===== src/rd_axi_pkg.sv =====
/*
 * Protocol limits of the memory-mapped read bus
 * Imported by the command setup, the burst issuer and the top level
 */

package rd_axi_pkg;

  ////////////////////////////////////////
  // Burst limits
  ////////////////////////////////////////

  // Most beats one burst may carry
  localparam int AXI_MAX_BURST_BEATS = 256;

  // Most bytes one burst may span, also the boundary a burst must not cross
  localparam int AXI_MAX_BURST_BYTES = 4096;

  ////////////////////////////////////////
  // Length field
  ////////////////////////////////////////

  // Burst length field holds beats minus one
  localparam int AXI_LEN_W = 8;

endpackage : rd_axi_pkg


===== src/rd_master_pkg.sv =====
/*
 * Sizing of the read master
 * Widths, outstanding-burst limit, FIFO depth and counter widths
 */

package rd_master_pkg;

  import rd_axi_pkg::*;

  // Bus and request widths
  localparam int ADDR_W      = 32;
  localparam int DATA_W      = 32;
  localparam int XFER_SIZE_W = 20;

  localparam int DATA_BYTES     = DATA_W / 8;
  localparam int LOG_DATA_BYTES = $clog2(DATA_BYTES);

  ////////////////////////////////////////
  // Burst geometry
  ////////////////////////////////////////

  // Smaller of the beat limit and the byte limit expressed in beats
  localparam int BURST_BEATS = (AXI_MAX_BURST_BYTES / DATA_BYTES < AXI_MAX_BURST_BEATS) ?
                               AXI_MAX_BURST_BYTES / DATA_BYTES : AXI_MAX_BURST_BEATS;
  localparam int LOG_BURST_BEATS = $clog2(BURST_BEATS);
  localparam int BURST_BYTES     = BURST_BEATS * DATA_BYTES;

  // Low address bits cleared to align a start address to a burst span
  localparam logic [ADDR_W-1:0] BURST_ADDR_MASK = ADDR_W'(BURST_BYTES - 1);

  ////////////////////////////////////////
  // Buffering and counters
  ////////////////////////////////////////

  localparam int MAX_OUTSTANDING = 4;

  // Holds every outstanding burst, rounded up to a power of two
  localparam int FIFO_DEPTH  = 2 ** $clog2(BURST_BEATS * MAX_OUTSTANDING);
  localparam int FIFO_ADDR_W = $clog2(FIFO_DEPTH);

  localparam int TOTAL_LEN_W  = XFER_SIZE_W - LOG_DATA_BYTES;
  localparam int BURST_CNT_W  = TOTAL_LEN_W - LOG_BURST_BEATS;
  localparam int CREDIT_CNT_W = $clog2(MAX_OUTSTANDING + 1);

endpackage : rd_master_pkg


===== src/rd_cmd_if.sv =====
/*
 * Prepared transfer command
 * Driven by the command setup, read by the burst issuer and the done tracker
 */

`timescale 1ns/1ps

interface rd_cmd_if import rd_master_pkg::*, rd_axi_pkg::*; ();

  // One-cycle pulse that starts a transfer
  logic                   load;
  // Burst-aligned first address
  logic [ADDR_W-1:0]      base_addr;
  // Number of bursts minus one
  logic [BURST_CNT_W-1:0] full_bursts;
  // Length field of the last burst
  logic [AXI_LEN_W-1:0]   final_len;

  modport setup   (output load, output base_addr, output full_bursts, output final_len);
  modport issuer  (input load, input base_addr, input full_bursts, input final_len);
  modport tracker (input load, input full_bursts);

endinterface : rd_cmd_if


===== src/rd_done_tracker.sv =====
/*
 * Counts burst ends on the read data channel
 * Pulses done for one cycle after the last beat of the final burst
 */

`timescale 1ns/1ps

module rd_done_tracker import rd_master_pkg::*; (
  input  logic      aclk,
  input  logic      areset,
  rd_cmd_if.tracker cmd,
  input  logic      beat_last_accepted,
  output logic      done
);

  logic final_burst;
  logic done_r;

  // Bursts still to arrive, zero while the final one is in flight
  rd_updown_counter #(
    .width      (BURST_CNT_W),
    .init_value ('0)
  ) i_rx_burst_cnt (
    .aclk       (aclk),
    .areset     (areset),
    .load       (cmd.load),
    .incr       (1'b0),
    .decr       (beat_last_accepted),
    .load_value (cmd.full_bursts),
    .count      (),
    .is_zero    (final_burst)
  );

  // Single-cycle pulse, no two final beats can be adjacent
  always_ff @(posedge aclk) begin
    if (areset) begin
      done_r <= 1'b0;
    end else begin
      done_r <= beat_last_accepted & final_burst;
    end
  end

  assign done = done_r;

endmodule : rd_done_tracker


===== src/rd_updown_counter.sv =====
/*
 * Loadable up/down counter with a zero flag
 * Counts bursts left to issue, bursts left to receive and burst credit
 */

`timescale 1ns/1ps

module rd_updown_counter #(
  parameter int               width      = 8,
  parameter logic [width-1:0] init_value = '0
) (
  input  logic             aclk,
  input  logic             areset,
  input  logic             load,
  input  logic             incr,
  input  logic             decr,
  input  logic [width-1:0] load_value,
  output logic [width-1:0] count,
  output logic             is_zero
);

  logic [width-1:0] count_r;

  // Load wins over counting
  // Increment and decrement in the same cycle leave the value alone
  always_ff @(posedge aclk) begin
    if (areset) begin
      count_r <= init_value;
    end else if (load) begin
      count_r <= load_value;
    end else if (incr && !decr) begin
      count_r <= count_r + 1'b1;
    end else if (decr && !incr) begin
      count_r <= count_r - 1'b1;
    end
  end

  assign count   = count_r;
  assign is_zero = (count_r == '0);

endmodule : rd_updown_counter


===== src/flat_wrapper.sv =====
// flat-port wrapper written by rule: the top's interface ports become plain ports
module rd_done_tracker_flat import rd_master_pkg::*;
  (aclk, areset, beat_last_accepted, done, cmd_load, cmd_full_bursts);
  rd_cmd_if cmd_i ();
  input  logic aclk;
  input  logic areset;
  input  logic beat_last_accepted;
  output logic done;
  input wire logic [$bits(cmd_i.load)-1:0] cmd_load;
  input wire logic [$bits(cmd_i.full_bursts)-1:0] cmd_full_bursts;
  assign cmd_i.load = cmd_load;
  assign cmd_i.full_bursts = cmd_full_bursts;
  rd_done_tracker u_core (.aclk(aclk), .areset(areset), .cmd(cmd_i), .beat_last_accepted(beat_last_accepted), .done(done));
endmodule

===== config.mk =====
export PLATFORM = sky130hd
export DESIGN_NAME = rd_done_tracker_flat
export DESIGN_NICKNAME = d
export VERILOG_FILES = /design/src/rd_axi_pkg.sv /design/src/rd_master_pkg.sv /design/src/rd_cmd_if.sv /design/src/rd_done_tracker.sv /design/src/rd_updown_counter.sv /design/src/flat_wrapper.sv
export SDC_FILE = /design/constraint.sdc
export NUM_CORES = 1
export LEC_CHECK = 0
export ABC_AREA = 1
export BUFFER_PORTS_ARGS = -buffer_cell sky130_fd_sc_hd__buf_4
export CAP_MARGIN = 20
export CORE_AREA = 4 4 41 43
export CTS_CLUSTER_SIZE = 30
export DETAILED_ROUTE_END_ITERATION = 10
export DIE_AREA = 0 0 45 47
export GPL_ROUTABILITY_DRIVEN = 0
export PLACE_DENSITY = 0.75
export SETUP_SLACK_MARGIN = 0.5
export SLEW_MARGIN = 20
export SYNTH_ARGS = -nofsm -noshare
export SYNTH_HDL_FRONTEND = slang
export SYNTH_SLANG_ARGS = --single-unit

===== constraint.sdc =====
create_clock -name aclk -period 3.5 [get_ports aclk]
set_input_delay 0.7 -clock aclk [delete_from_list [all_inputs] [get_ports aclk]]
set_output_delay 0.7 -clock aclk [all_outputs]
set_load 0.03 [all_outputs]

==> reports/qor.log, run 1 <==
qor: run_status.run_status finished clean
qor: timing.totalNegativeSetupSlack 0 ns
qor: logic_synthesis.post_synth_net_total 114
qor: detailed_routing.num_vias 692
qor: logic_synthesis.netlist_area_before_placement 675.6 um2
qor: critical_path.crit_arrival 0.72 ns
qor: critical_path.timing.setup.critical_path_class register to output port
qor: clocking.cts-root-buf sky130_fd_sc_hd__clkbuf_4
qor: grt.grt_pass1_vias 616
qor: logic_synthesis.synth-main-ff-cell sky130_fd_sc_hd__dfxtp_1
qor: clocking.cts-resized-gates 0
qor: detailed_routing.detail_route.drc_violations 0
qor: clocking.cts_max_level 1
qor: clocking.clock_latency 0.27 ns
qor: timing.finClkSkew 0.006908 ns
qor: cells_and_area.proportion_of_layout_cells_with_a_drive_suffix_above_1 0.3043
qor: clocking.cts_sinks 11
qor: critical_path.critPathTopFamily flip-flops
qor: cells_and_area.final_design_area_no_fill 817.0 um2
qor: grt.grt_max_degree 12
qor: timing.timing.slew.headroom 0.8450
qor: floorplanning.die_y 47 um
qor: timing.final-setup-viol-count 0
qor: detailed_routing.postRouteWirelength 1.498 mm
qor: clocking.postCtsSetupBuffers 0
qor: grt.grt_use_total 0.1694
qor: timing.finalCritPeriodShare 0.4068
qor: critical_path.cp_max_fo 1
qor: clocking.holdBufCountCts 0
qor: detailed_routing.dr.pass1.iters 4
qor: pwr.total_leakage_power 0.3962 nW
qor: critical_path.worstPathCellList buf_4
qor: floorplanning.floorplan.initialDensity 0.5192
qor: grt.antenna_found_initial 0
qor: logic_synthesis.post_synth_main_area_contributors sky130_fd_sc_hd__dfxtp_1, sky130_fd_sc_hd__nand2_1, sky130_fd_sc_hd__inv_1, sky130_fd_sc_hd__nand3_1, sky130_fd_sc_hd__a22oi_1
qor: logic_synthesis.synthMostInstantiatedCell sky130_fd_sc_hd__nand2_1
qor: pwr.vdd_ir_drop_max 200.0 uV
qor: pwr.power-per-cell-area 387.0 mW/mm2
qor: timing.worst_pin_slew 0.2316 ns
qor: clocking.clk_transition_reported_paths 0.06 ns
qor: timing.max_freq 0.7023 GHz
qor: placed_design.placed_cells 126
qor: logic_synthesis.async_flop_share 0
qor: floorplanning.core_area 0.001301 mm2
qor: cells_and_area.final_cells 130
qor: clocking.numCtsBuffers 3
qor: cells_and_area.insertedDiodeCount 0
qor: timing.rsz0062_at_grt no
qor: floorplanning.io_pins 15
qor: logic_synthesis.synth_top_area_cell sky130_fd_sc_hd__dfxtp_1
qor: timing.layout_min_cycle_time 1.424 ns
qor: floorplanning.design.die.area 0.002115 mm2
qor: logic_synthesis.syn-instance-count 99
qor: logic_synthesis.synth_top_area_share 0.3259
qor: cells_and_area.fill_cells 129
qor: logic_synthesis.post_synth_num_cell_types 22
qor: logic_synthesis.ys_seq_elements 11
qor: floorplanning.core.rowCount 13
qor: detailed_routing.drt-vias-per-instance 5.323
qor: hold_path.hp-class register to register
qor: timing.slew_violations 0
qor: logic_synthesis.synth.cells.most_frequent sky130_fd_sc_hd__nand2_1, sky130_fd_sc_hd__inv_1, sky130_fd_sc_hd__dfxtp_1
qor: cells_and_area.synthToLayoutAreaGrowth 20.93%
qor: logic_synthesis.avgSynthCellArea 6.825 um2
qor: logic_synthesis.synth-edff-count 0
qor: flow_run.timing.max_cap.violations 0
qor: detailed_routing.detail_route_antenna_nets 0
qor: floorplanning.die_w 45 um
qor: detailed_routing.drt-initial-drc-count 15
qor: cells_and_area.postLayoutCoreUtil 0.6279
qor: grt.wire_length_of_the_first_global_routing_pass 2.539 mm
qor: timing.timing_hold_violations_final 0
qor: critical_path.end_kind output port
qor: placed_design.numPortBuffers 14
qor: logic_synthesis.synth-warning-count 0
qor: logic_synthesis.synth_sequential_area_ratio 0.3259
qor: grt.globalRoute.totalOverflow 0
qor: critical_path.worst_ep_required_time 2.80 ns
qor: placed_design.half_perimeter_wire_length_after_detailed_placement 1.164 mm
qor: placed_design.dpl_cell_area 790.8 um2
qor: critical_path.buffers_plus_inverters_on_the_worst_setup_path 1
qor: detailed_routing.routed_wire_length_per_instance 11.52 um
qor: clocking.clock_path_buffers 2
qor: critical_path.setup.worst_path.start_class register
qor: clocking.tritoncts_clock_tree yes
qor: cells_and_area.final_nets 131
qor: critical_path.worst_path_max_delay_cell sky130_fd_sc_hd__dfxtp_1
qor: critical_path.worst_path_largest_cell_delay 0.31 ns
-- metal layers --
layer / track usage / vias up / wire [um]
met5: 0 / - / 0
met4: 0.1053 / 0 / 36
met3: 0.03448 / 5 / 114
met2: 0.2797 / 26 / 673
met1: 0.2014 / 309 / 674
li1: - / 352 / -
-- final timing paths --
| kind | start | endpoint | slack [ns] | cells after the start |
|---|---|---|---|---|
| max | u_core.done | done | 2.08 | 1 |
| min reg2reg | u_core.i_rx_burst_cnt.count[9] | u_core.done | 0.51 | 1 |
| min | u_core.i_rx_burst_cnt.count[9] | u_core.done | 0.51 | 1 |
| max reg2reg | u_core.i_rx_burst_cnt.count[0] | u_core.i_rx_burst_cnt.count[8] | 2.15 | 9 |
-- area by class of cell --
| cell class | instances | area (um2) | area share |
|---|---|---|---|
| Tap cell | 15 | 18.77 | 0.02297 |
| Clock buffer | 4 | 26.28 | 0.03216 |
| Sequential cell | 11 | 220.2 | 0.2695 |
| Timing Repair Buffer | 14 | 105.1 | 0.1286 |
| Inverter | 18 | 67.56 | 0.08270 |
| Multi-Input combinational cell | 68 | 379.1 | 0.4640 |
-- placed cells by master (no fill, tap or decap), types with 5 or more instances in the layout --
| master | n |
|---|---|
| sky130_fd_sc_hd__nor2_1 | 6 |
| sky130_fd_sc_hd__nand3_1 | 10 |
| sky130_fd_sc_hd__inv_1 | 14 |
| sky130_fd_sc_hd__a22oi_1 | 5 |
| sky130_fd_sc_hd__nand2_2 | 5 |
| sky130_fd_sc_hd__o21ai_0 | 7 |
| sky130_fd_sc_hd__nand2_1 | 18 |
| sky130_fd_sc_hd__buf_4 | 14 |
| sky130_fd_sc_hd__dfxtp_1 | 11 |
-- power breakdown --
part | switching, W | internal [W] | total [W]
clock | 0.0000432 | 0.0000442 | 0.0000874
combinational | 0.0000493 | 0.0000363 | 0.0000856
sequential | 0.00000885 | 0.000134 | 0.000143
-- per-stage QoR --
step	setup WS (ns)	power (W)	hold slack, ns
final	2.076	0.0003162	0.5109
after global routing	2.014	0.0003379	0.5316
after CTS	2.068	0.0003173	0.5127
after detailed placement	1.953	0.0002307	0.5032
after global placement	1.964	0.0002294	0.4879
after floorplan	2.189	0.0002060	0.4543
-- state kept, by name (all words and copies together), names as in the netlist --
name and count:
u_core.done 1, u_core.i_rx_burst_cnt.count 10
-- logic make-up after synthesis --
group,after synthesis,share of synthesized area
buf+inv,20,0.1129
compound gates,21,0.1908
fa+ha+maj,1,0.01852
flops,11,0.3259
simple gates,46,0.3518
No activity file was read; power rests on OpenSTA's default activity.
==> inputs of run 2 (changes only) <==
ABC_AREA = 0   (was 1)
CORE_AREA = unset   (was 4 4 41 43)
CORE_MARGIN = 4   (was unset)
CORE_UTILIZATION = 50   (was unset)
DIE_AREA = unset   (was 0 0 45 47)
clock period = 1.4 ns   (was 3.5 ns; I/O delays follow)
==> run 2 against run 1 <==
Combinational power rose to 4.5 times the previous value. Clock power rose to 2.5 times the previous value. Global-route usage up 9.0 points. The run now ends with negative setup slack left. Via count up 21%.
==> reports/qor.log, run 2 <==
qor: run_status.run_status finished with violations [was finished clean]
qor: run_status.failing_checks negative setup slack
qor: clocking.cts-root-buf sky130_fd_sc_hd__clkbuf_4 [unchanged]
qor: grt.grt_max_degree 15 [was 12]
qor: critical_path.worstPathCellList or3_4, or4_4, a311oi_2 [was buf_4]
qor: grt.antenna_found_initial 0 [unchanged]
qor: detailed_routing.postRouteWirelength 2.797 mm [was 1.498 mm]
qor: critical_path.cp_max_fo 2 [was 1]
qor: clocking.numCtsBuffers 3 [unchanged]
qor: logic_synthesis.netlist_area_before_placement 665.6 um2 [was 675.6 um2]
qor: timing.max_freq 0.6587 GHz
qor: logic_synthesis.synth.cells.most_frequent sky130_fd_sc_hd__dfxtp_1, sky130_fd_sc_hd__nor2_1, sky130_fd_sc_hd__nand2_1 [was sky130_fd_sc_hd__nand2_1, sky130_fd_sc_hd__inv_1, sky130_fd_sc_hd__dfxtp_1]
qor: timing.finalCritPeriodShare 1.084
qor: logic_synthesis.synth_top_area_share 0.3308 [was 0.3259]
qor: logic_synthesis.synth-edff-count 0 [unchanged]
qor: placed_design.placed_cells 114 [was 126]
qor: logic_synthesis.synthMostInstantiatedCell sky130_fd_sc_hd__dfxtp_1 [was sky130_fd_sc_hd__nand2_1]
qor: logic_synthesis.avgSynthCellArea 8.426 um2 [was 6.825 um2]
qor: floorplanning.die_y 44.49 um [was 47 um]
qor: critical_path.r2r_setup_slack -0.12 ns [was 2.15 ns]
qor: critical_path.buffers_plus_inverters_on_the_worst_setup_path 0 [was 1]
qor: cells_and_area.commonest_non_fill_non_tap_cells_in_the_layout sky130_fd_sc_hd__buf_4, sky130_fd_sc_hd__nor2_1, sky130_fd_sc_hd__buf_6 [was sky130_fd_sc_hd__nand2_1, sky130_fd_sc_hd__inv_1, sky130_fd_sc_hd__buf_4]
qor: timing.fin_ws -0.1182 ns [was 2.076 ns]
qor: logic_synthesis.synth_top_area_cell sky130_fd_sc_hd__dfxtp_1 [unchanged]
qor: cells_and_area.fill_cells 34 [was 129]
qor: cells_and_area.final_common_cell sky130_fd_sc_hd__buf_4 [was sky130_fd_sc_hd__nand2_1]
qor: hold_path.hp-start cmd_full_bursts[3] [was u_core.i_rx_burst_cnt.count[9]]
qor: logic_synthesis.synth-warning-count 0 [unchanged]
qor: clocking.cts_max_level 1 [unchanged]
qor: critical_path.setup.worst_path.start_class register [unchanged]
qor: critical_path.worst_path_largest_cell_delay 0.43 ns [was 0.31 ns]
qor: logic_synthesis.post_synth_num_cell_types 37 [was 22]
qor: floorplanning.die_w 44.49 um [was 45 um]
qor: detailed_routing.detail_route.drc_violations 0 [unchanged]
qor: critical_path.r2r_start u_core.i_rx_burst_cnt.count[2] [was u_core.i_rx_burst_cnt.count[0]]
qor: floorplanning.io_pins 15 [unchanged]
qor: logic_synthesis.post_synth_net_total 94 [was 114]
qor: logic_synthesis.syn-instance-count 79 [was 99]
qor: timing.rsz0062_at_grt yes [was no]
qor: cells_and_area.largest_register_ff_count 10 [unchanged]
qor: pwr.vdd_ir_drop_max 710.6 uV [was 200.0 uV]
qor: cells_and_area.insertedDiodeCount 0 [unchanged]
qor: hold_path.hold_path_depth 3 [was 1]
qor: critical_path.timing.rr.end u_core.i_rx_burst_cnt.count[5] [was u_core.i_rx_burst_cnt.count[8]]
qor: critical_path.timing.setup.critical_path_class register to register [was register to output port]
qor: timing.final-setup-viol-count 1 [was 0]
qor: grt.grt_pass1_vias 787 [was 616]
qor: detailed_routing.routed_wire_length_per_instance 22.38 um [was 11.52 um]
qor: timing.worst_pin_slew 0.3777 ns [was 0.2316 ns]
qor: critical_path.critPathTopFamily simple AND/OR/NAND/NOR gates [was flip-flops]
qor: grt.wire_length_of_the_first_global_routing_pass 3.705 mm [was 2.539 mm]
qor: placed_design.half_perimeter_wire_length_after_detailed_placement 1.155 mm [was 1.164 mm]
qor: hold_path.hold_end u_core.i_rx_burst_cnt.count[3] [was u_core.done]
qor: logic_synthesis.post_synth_main_area_contributors sky130_fd_sc_hd__dfxtp_1, sky130_fd_sc_hd__nor2_1, sky130_fd_sc_hd__nor4b_1, sky130_fd_sc_hd__a21oi_1, sky130_fd_sc_hd__a211oi_1 [was sky130_fd_sc_hd__dfxtp_1, sky130_fd_sc_hd__nand2_1, sky130_fd_sc_hd__inv_1, sky130_fd_sc_hd__nand3_1, sky130_fd_sc_hd__a22oi_1]
qor: critical_path.depth_of_the_worst_register_to_register_path 3 [was 9]
qor: timing.slew_violations 0 [unchanged]
qor: clocking.clock_latency 0.28 ns [was 0.27 ns]
qor: grt.globalRoute.totalOverflow 0 [unchanged]
qor: cells_and_area.final_nets 127 [was 131]
qor: timing.finClkSkew 0.01179 ns [was 0.006908 ns]
qor: floorplanning.core.rowCount 12 [was 13]
qor: floorplanning.floorplan.initialDensity 0.5612 [was 0.5192]
qor: timing.timing_hold_violations_final 0 [unchanged]
qor: timing.timing.slew.headroom 0.7448 [was 0.8450]
qor: flow_run.timing.max_cap.violations 0 [unchanged]
qor: timing.layout_min_cycle_time 1.518 ns
qor: detailed_routing.detail_route_antenna_nets 0 [unchanged]
qor: placed_design.numPortBuffers 14 [unchanged]
qor: placed_design.dpl_worst_slack -0.02587 ns [was 1.953 ns]
qor: floorplanning.core_area 0.001186 mm2 [was 0.001301 mm2]
qor: detailed_routing.dr.pass1.iters 4 [unchanged]
qor: detailed_routing.drt-initial-drc-count 55 [was 15]
qor: pwr.power-per-cell-area 866.2 mW/mm2 [was 387.0 mW/mm2]
qor: detailed_routing.drt-vias-per-instance 6.704 [was 5.323]
qor: clocking.tritoncts_clock_tree yes [unchanged]
qor: critical_path.worst_ep_required_time 1.58 ns [was 2.80 ns]
qor: detailed_routing.num_vias 838 [was 692]
qor: clocking.clock_path_buffers 2 [unchanged]
qor: logic_synthesis.synth-main-ff-cell sky130_fd_sc_hd__dfxtp_1 [unchanged]
qor: logic_synthesis.synth_sequential_area_ratio 0.3308 [was 0.3259]
qor: logic_synthesis.async_flop_share 0 [unchanged]
qor: hold_path.hp-class primary input to register [was register to register]
qor: cells_and_area.proportion_of_layout_cells_with_a_drive_suffix_above_1 0.6036 [was 0.3043]
qor: clocking.cts_sinks 11 [unchanged]
qor: critical_path.end_kind register [was output port]
qor: cells_and_area.final_cells 125 [was 130]
qor: floorplanning.design.die.area 0.001979 mm2 [was 0.002115 mm2]
qor: clocking.clk_transition_reported_paths 0.08 ns [was 0.06 ns]
qor: cells_and_area.synthToLayoutAreaGrowth 69.36% [was 20.93%]
qor: critical_path.crit_arrival 1.70 ns [was 0.72 ns]
qor: logic_synthesis.ys_seq_elements 11 [unchanged]
qor: critical_path.worst_path_max_delay_cell sky130_fd_sc_hd__or4_4 [was sky130_fd_sc_hd__dfxtp_1]
qor: pwr.total_leakage_power 0.4604 nW [was 0.3962 nW]
qor: grt.grt_use_total 0.2591 [was 0.1694]
## run 2: logic make-up after synthesis
group / Yosys count / synth area share
adders and majority gates: 1 / 0.01879
muxes: 1 / 0.01504
buffers and inverters: 8 / 0.04698
AOI/OAI and AO/OA: 16 / 0.1673
DFF: 11 / 0.3308
and+or+nand+nor: 38 / 0.3684
xor gates and xnor gates: 4 / 0.05264
## run 2: cell type report
class,count,area [um2],share of cell area
Timing Repair Buffer,31,262.8,0.2331
Multi-Input combinational cell,60,568.0,0.5039
Inverter,5,18.77,0.01665
Sequential cell,11,234.0,0.2075
Clock buffer,4,26.28,0.02331
Tap cell,14,17.52,0.01554
## run 2: worst register-to-register path, cell delays in order (launching register included)
cell	delay, ns
sky130_fd_sc_hd__dfxtp_2	0.33
sky130_fd_sc_hd__or3_4	0.39
sky130_fd_sc_hd__or4_4	0.43
sky130_fd_sc_hd__a311oi_2	0.29
## run 2: report_power, final
| part | switching, W | internal, W |
|---|---|---|
| sequential | 0.0000288 | 0.000341 |
| combinational | 0.000185 | 0.000200 |
| clock | 0.000112 | 0.000110 |
| total | 0.000325 | 0.000651 |
## run 2: worst max path at each step
stage / start / to / slack (ns) / cells after the start
after floorplan: u_core.i_rx_burst_cnt.count[3] / u_core.i_rx_burst_cnt.count[5] / -0.05 / 3
after global placement: u_core.i_rx_burst_cnt.count[3] / u_core.i_rx_burst_cnt.count[5] / -0.007 / 3
after detailed placement: u_core.i_rx_burst_cnt.count[3] / u_core.i_rx_burst_cnt.count[5] / -0.03 / 3
after CTS: u_core.i_rx_burst_cnt.count[2] / u_core.i_rx_burst_cnt.count[5] / -0.02 / 3
after global routing: u_core.i_rx_burst_cnt.count[2] / u_core.i_rx_burst_cnt.count[5] / -0.14 / 3
final: u_core.i_rx_burst_cnt.count[2] / u_core.i_rx_burst_cnt.count[5] / -0.12 / 3
## run 2: what timing repair did
action / in CTS / in global routing
setup endpoints to repair: 11 / 12
hold buffers: 0 / 0
resized for setup: 23 / 16
buffers inserted: 5 / 2
pin swaps: 16 / 10
## run 2: through the flow
step	TNS (ns)	power [W]	cell area [um2]	util	hold slack (ns)
6_report	-0.1182	0.0009765	1127	0.9504	0.3010
5_1_grt	-0.1408	0.001018	1127	0.9504	0.3001
4_1_cts	-0.02141	0.0008940	1049	0.8840	0.2599
3_5_place_dp	-0.02587	0.0006014	877.1	0.7395	0.5245
3_3_place_gp	-0.007127	0.0005958	877.1	0.7395	0.5179
2_1_floorplan	-0.05078	0.0005032	693.2	-	0.4215
## run 2: layer usage
metal / GRT usage / part of all wire / wire length (um) / vias to the layer above
li1: - / - / - / 357
met1: 0.2767 / 0.36 / 1006 / 379
met2: 0.4928 / 0.51 / 1414 / 86
met3: 0.08130 / 0.097 / 272 / 16
met4: 0.04217 / 0.037 / 103 / 0
met5: 0 / 0 / 0 / -
==> inputs of run 3 (changes only) <==
ABC_AREA = 1   (was 0)
CORE_UTILIZATION = 51   (was 50)
GPL_ROUTABILITY_DRIVEN = unset   (was 0)
PLACE_DENSITY = 0.76   (was 0.75)
RECOVER_POWER = 25   (was unset)
==> run 3 against run 2 <==
The run now ends clean. Critical endpoint is now u_core.i_rx_burst_cnt.count[7]. Register-to-register slack better by 0.33 ns. Flip-flop and latch count unchanged. Clock power about the same. Global-route usage down 7.9 points. Wire length down 38%. Cell area down 20%. Highest routed layer unchanged. Maximum frequency up 28%.
==> reports/qor.log, run 3 (synthesized netlist as in run 1, its figures left out) <==
qor: run_status.run_status finished clean [was finished with violations]
qor: detailed_routing.dr.pass1.iters 4 [unchanged]
qor: pwr.switching_power 0.0002877 W [was 0.0003254 W]
qor: detailed_routing.detail_route.drc_violations 0 [unchanged]
qor: floorplanning.floorplan.initialDensity 0.5769 [was 0.5612]
qor: clocking.clock_path_buffers 2 [unchanged]
qor: cells_and_area.synthToLayoutAreaGrowth 34.07% [was 69.36%]
qor: critical_path.critical_path.startpoint u_core.i_rx_burst_cnt.count[2] [unchanged]
qor: timing.worst_pin_slew 0.3703 ns [was 0.3777 ns]
qor: grt.wire_length_of_the_first_global_routing_pass 2.559 mm [was 3.705 mm]
qor: pwr.swShare 0.3369 [was 0.3332]
qor: floorplanning.die_w 44.40 um [was 44.49 um]
qor: critical_path.setup.worst_path.start_class register [unchanged]
qor: grt.globalRoute.totalOverflow 0 [unchanged]
qor: detailed_routing.routed_wire_length_per_instance 13.11 um [was 22.38 um]
qor: placed_design.half_perimeter_wire_length_after_detailed_placement 1.223 mm [was 1.155 mm]
qor: placed_design.gp_congestion 0.8756
qor: timing.fin_ws 0.2094 ns [was -0.1182 ns]
qor: floorplanning.core.rowCount 12 [unchanged]
qor: flow_run.timing.max_cap.violations 0 [unchanged]
qor: clocking.holdBufCountCts 0 [unchanged]
qor: floorplanning.core_area 0.001171 mm2 [was 0.001186 mm2]
qor: timing.rsz0062_at_grt yes [unchanged]
qor: critical_path.worst_path_largest_cell_delay 0.35 ns [was 0.43 ns]
qor: pwr.p_comb_frac 0.316 [was 0.394]
qor: cells_and_area.final_nets 134 [was 127]
qor: pwr.pwr-share-seq 0.426 [was 0.378]
qor: pwr.power-per-cell-area 942.7 mW/mm2 [was 866.2 mW/mm2]
qor: detailed_routing.drt-vias-per-instance 5.333 [was 6.704]
qor: critical_path.path_common_cell sky130_fd_sc_hd__nand2_1
qor: clocking.cts_sinks 11 [unchanged]
qor: timing.finClkSkew 0.003241 ns [was 0.01179 ns]
qor: hold_path.hp-class primary input to register [unchanged]
qor: critical_path.end_kind register [unchanged]
qor: timing.final-setup-viol-count 0 [was 1]
qor: timing.max_freq 0.8399 GHz [was 0.6587 GHz]
qor: grt.grt_max_degree 12 [was 15]
qor: critical_path.worst_path_max_delay_cell sky130_fd_sc_hd__dfxtp_2 [was sky130_fd_sc_hd__or4_4]
qor: detailed_routing.drt-initial-drc-count 37 [was 55]
qor: hold_path.hp-start areset [was cmd_full_bursts[3]]
qor: cells_and_area.largest_register_ff_count 10 [unchanged]
qor: detailed_routing.postRouteWirelength 1.731 mm [was 2.797 mm]
qor: timing.worst_hold_slack 0.2396 ns [was 0.3010 ns]
qor: critical_path.critPathTopFamily simple AND/OR/NAND/NOR gates [unchanged]
qor: timing.slew_violations 0 [unchanged]
qor: timing.totalNegativeSetupSlack 0 ns [was -0.1182 ns]
qor: grt.grt_use_total 0.1800 [was 0.2591]
qor: grt.antenna_found_initial 0 [unchanged]
qor: critical_path.worst_ep_required_time 1.60 ns [was 1.58 ns]
qor: cells_and_area.proportion_of_layout_cells_with_a_drive_suffix_above_1 0.4322 [was 0.6036]
qor: clocking.cts_max_level 1 [unchanged]
qor: cells_and_area.commonest_non_fill_non_tap_cells_in_the_layout sky130_fd_sc_hd__nand2_1, sky130_fd_sc_hd__buf_4, sky130_fd_sc_hd__inv_1 [was sky130_fd_sc_hd__buf_4, sky130_fd_sc_hd__nor2_1, sky130_fd_sc_hd__buf_6]
qor: critical_path.worstPathCellList nor2_1, nand2_4, nor2_4, nand2_1, nand2_1, nand3_1, a21oi_1 [was or3_4, or4_4, a311oi_2]
qor: cells_and_area.fill_cells 85 [was 34]
qor: placed_design.placed_cells 125 [was 114]
qor: critical_path.timing.setup.critical_path_class register to register [unchanged]
qor: detailed_routing.num_vias 704 [was 838]
qor: floorplanning.die_y 44.40 um [was 44.49 um]
qor: cells_and_area.postLayoutCoreUtil 0.7735 [was 0.9504]
qor: placed_design.dpl_worst_slack 0.1982 ns [was -0.02587 ns]
qor: critical_path.r2r_start u_core.i_rx_burst_cnt.count[2] [unchanged]
qor: detailed_routing.detail_route_antenna_nets 0 [unchanged]
qor: clocking.clk_transition_reported_paths 0.07 ns [was 0.08 ns]
qor: critical_path.crit_arrival 1.39 ns [was 1.70 ns]
qor: clocking.numCtsBuffers 3 [unchanged]
qor: pwr.p_clk_frac 0.259 [was 0.228]
qor: timing.finalCritPeriodShare 0.8504 [was 1.084]
qor: timing.layout_min_cycle_time 1.191 ns [was 1.518 ns]
qor: timing.timing_hold_violations_final 0 [unchanged]
qor: pwr.p_int 0.0005663 W [was 0.0006512 W]
qor: placed_design.numPortBuffers 14 [unchanged]
qor: clocking.clock_latency 0.27 ns [was 0.28 ns]
qor: cells_and_area.final_cells 132 [was 125]
qor: timing.timing.slew.headroom 0.7542 [was 0.7448]
qor: cells_and_area.insertedDiodeCount 0 [unchanged]
qor: floorplanning.design.die.area 0.001971 mm2 [was 0.001979 mm2]
qor: floorplanning.io_pins 15 [unchanged]
qor: critical_path.cp_max_fo 5 [was 2]
qor: critical_path.buffers_plus_inverters_on_the_worst_setup_path 0 [unchanged]
qor: grt.grt_pass1_vias 609 [was 787]
qor: clocking.tritoncts_clock_tree yes [unchanged]
qor: pwr.vdd_ir_drop_max 704.1 uV [was 710.6 uV]
qor: clocking.cts-root-buf sky130_fd_sc_hd__clkbuf_4 [unchanged]
qor: pwr.total_leakage_power 0.4212 nW [was 0.4604 nW]
-- run 3: changes by cell type in the layout (fill, tap and decap cells not counted), sizes merged, moves of 3 or more --
cell	before	now
a211oi	3	0
nor3b	3	0
inv	4	18
nand2	6	23
o21ai	1	8
nand3	0	11
buf	31	16
a22oi	0	5
nor4b	3	0
-- run 3: metal layers --
layer,track usage,up-vias,share of wire
met1,0.2152,314,0.45
met3,0.07317,4,0.088
li1,-,358,-
met4,0.07831,0,0.013
met5,0,-,0
met2,0.2820,28,0.45
-- run 3: path summary, 6_finish.rpt --
path	slack (ns)	cells past startpoint	endpoint
setup / recovery	0.21	7	u_core.i_rx_burst_cnt.count[7]
hold / removal	0.24	2	u_core.i_rx_burst_cnt.count[9]
setup reg to reg	0.21	7	u_core.i_rx_burst_cnt.count[7]
hold reg to reg	0.50	1	u_core.done
-- run 3: cell type report --
cell class	count	area [um2]	area share
Sequential cell	11	225.2	0.2486
Clock buffer	4	26.28	0.02901
Timing Repair Buffer	17	123.9	0.1367
Tap cell	14	17.52	0.01934
Multi-Input combinational cell	68	440.4	0.4862
Inverter	18	72.57	0.08011
-- run 3: power by group through the flow --
stage	registers (W)	clock network [W]	logic, W
floorplan	0.000365	0	0.000163
global placement	0.000366	0	0.000216
detailed placement	0.000367	0	0.000225
CTS	0.000362	0.000225	0.000253
global route	0.000365	0.000244	0.000291
finish	0.000363	0.000221	0.000270
-- run 3: stage by stage --
stage	cell area, um2	power, W
final	905.9	0.0008540
after global routing	905.9	0.0009005
after CTS	889.6	0.0008397
after detailed placement	813.3	0.0005927
after global placement	813.3	0.0005828
after floorplan	699.4	0.0005277
-- run 3: what timing repair did --
item / 4_1_cts / 5_1_grt
setup buffers: 2 / 1
endpoints found under the setup margin: 11 / 12
pin swaps: 12 / 9
resized for setup: 9 / 7
endpoints found under the hold margin: 0 / 0
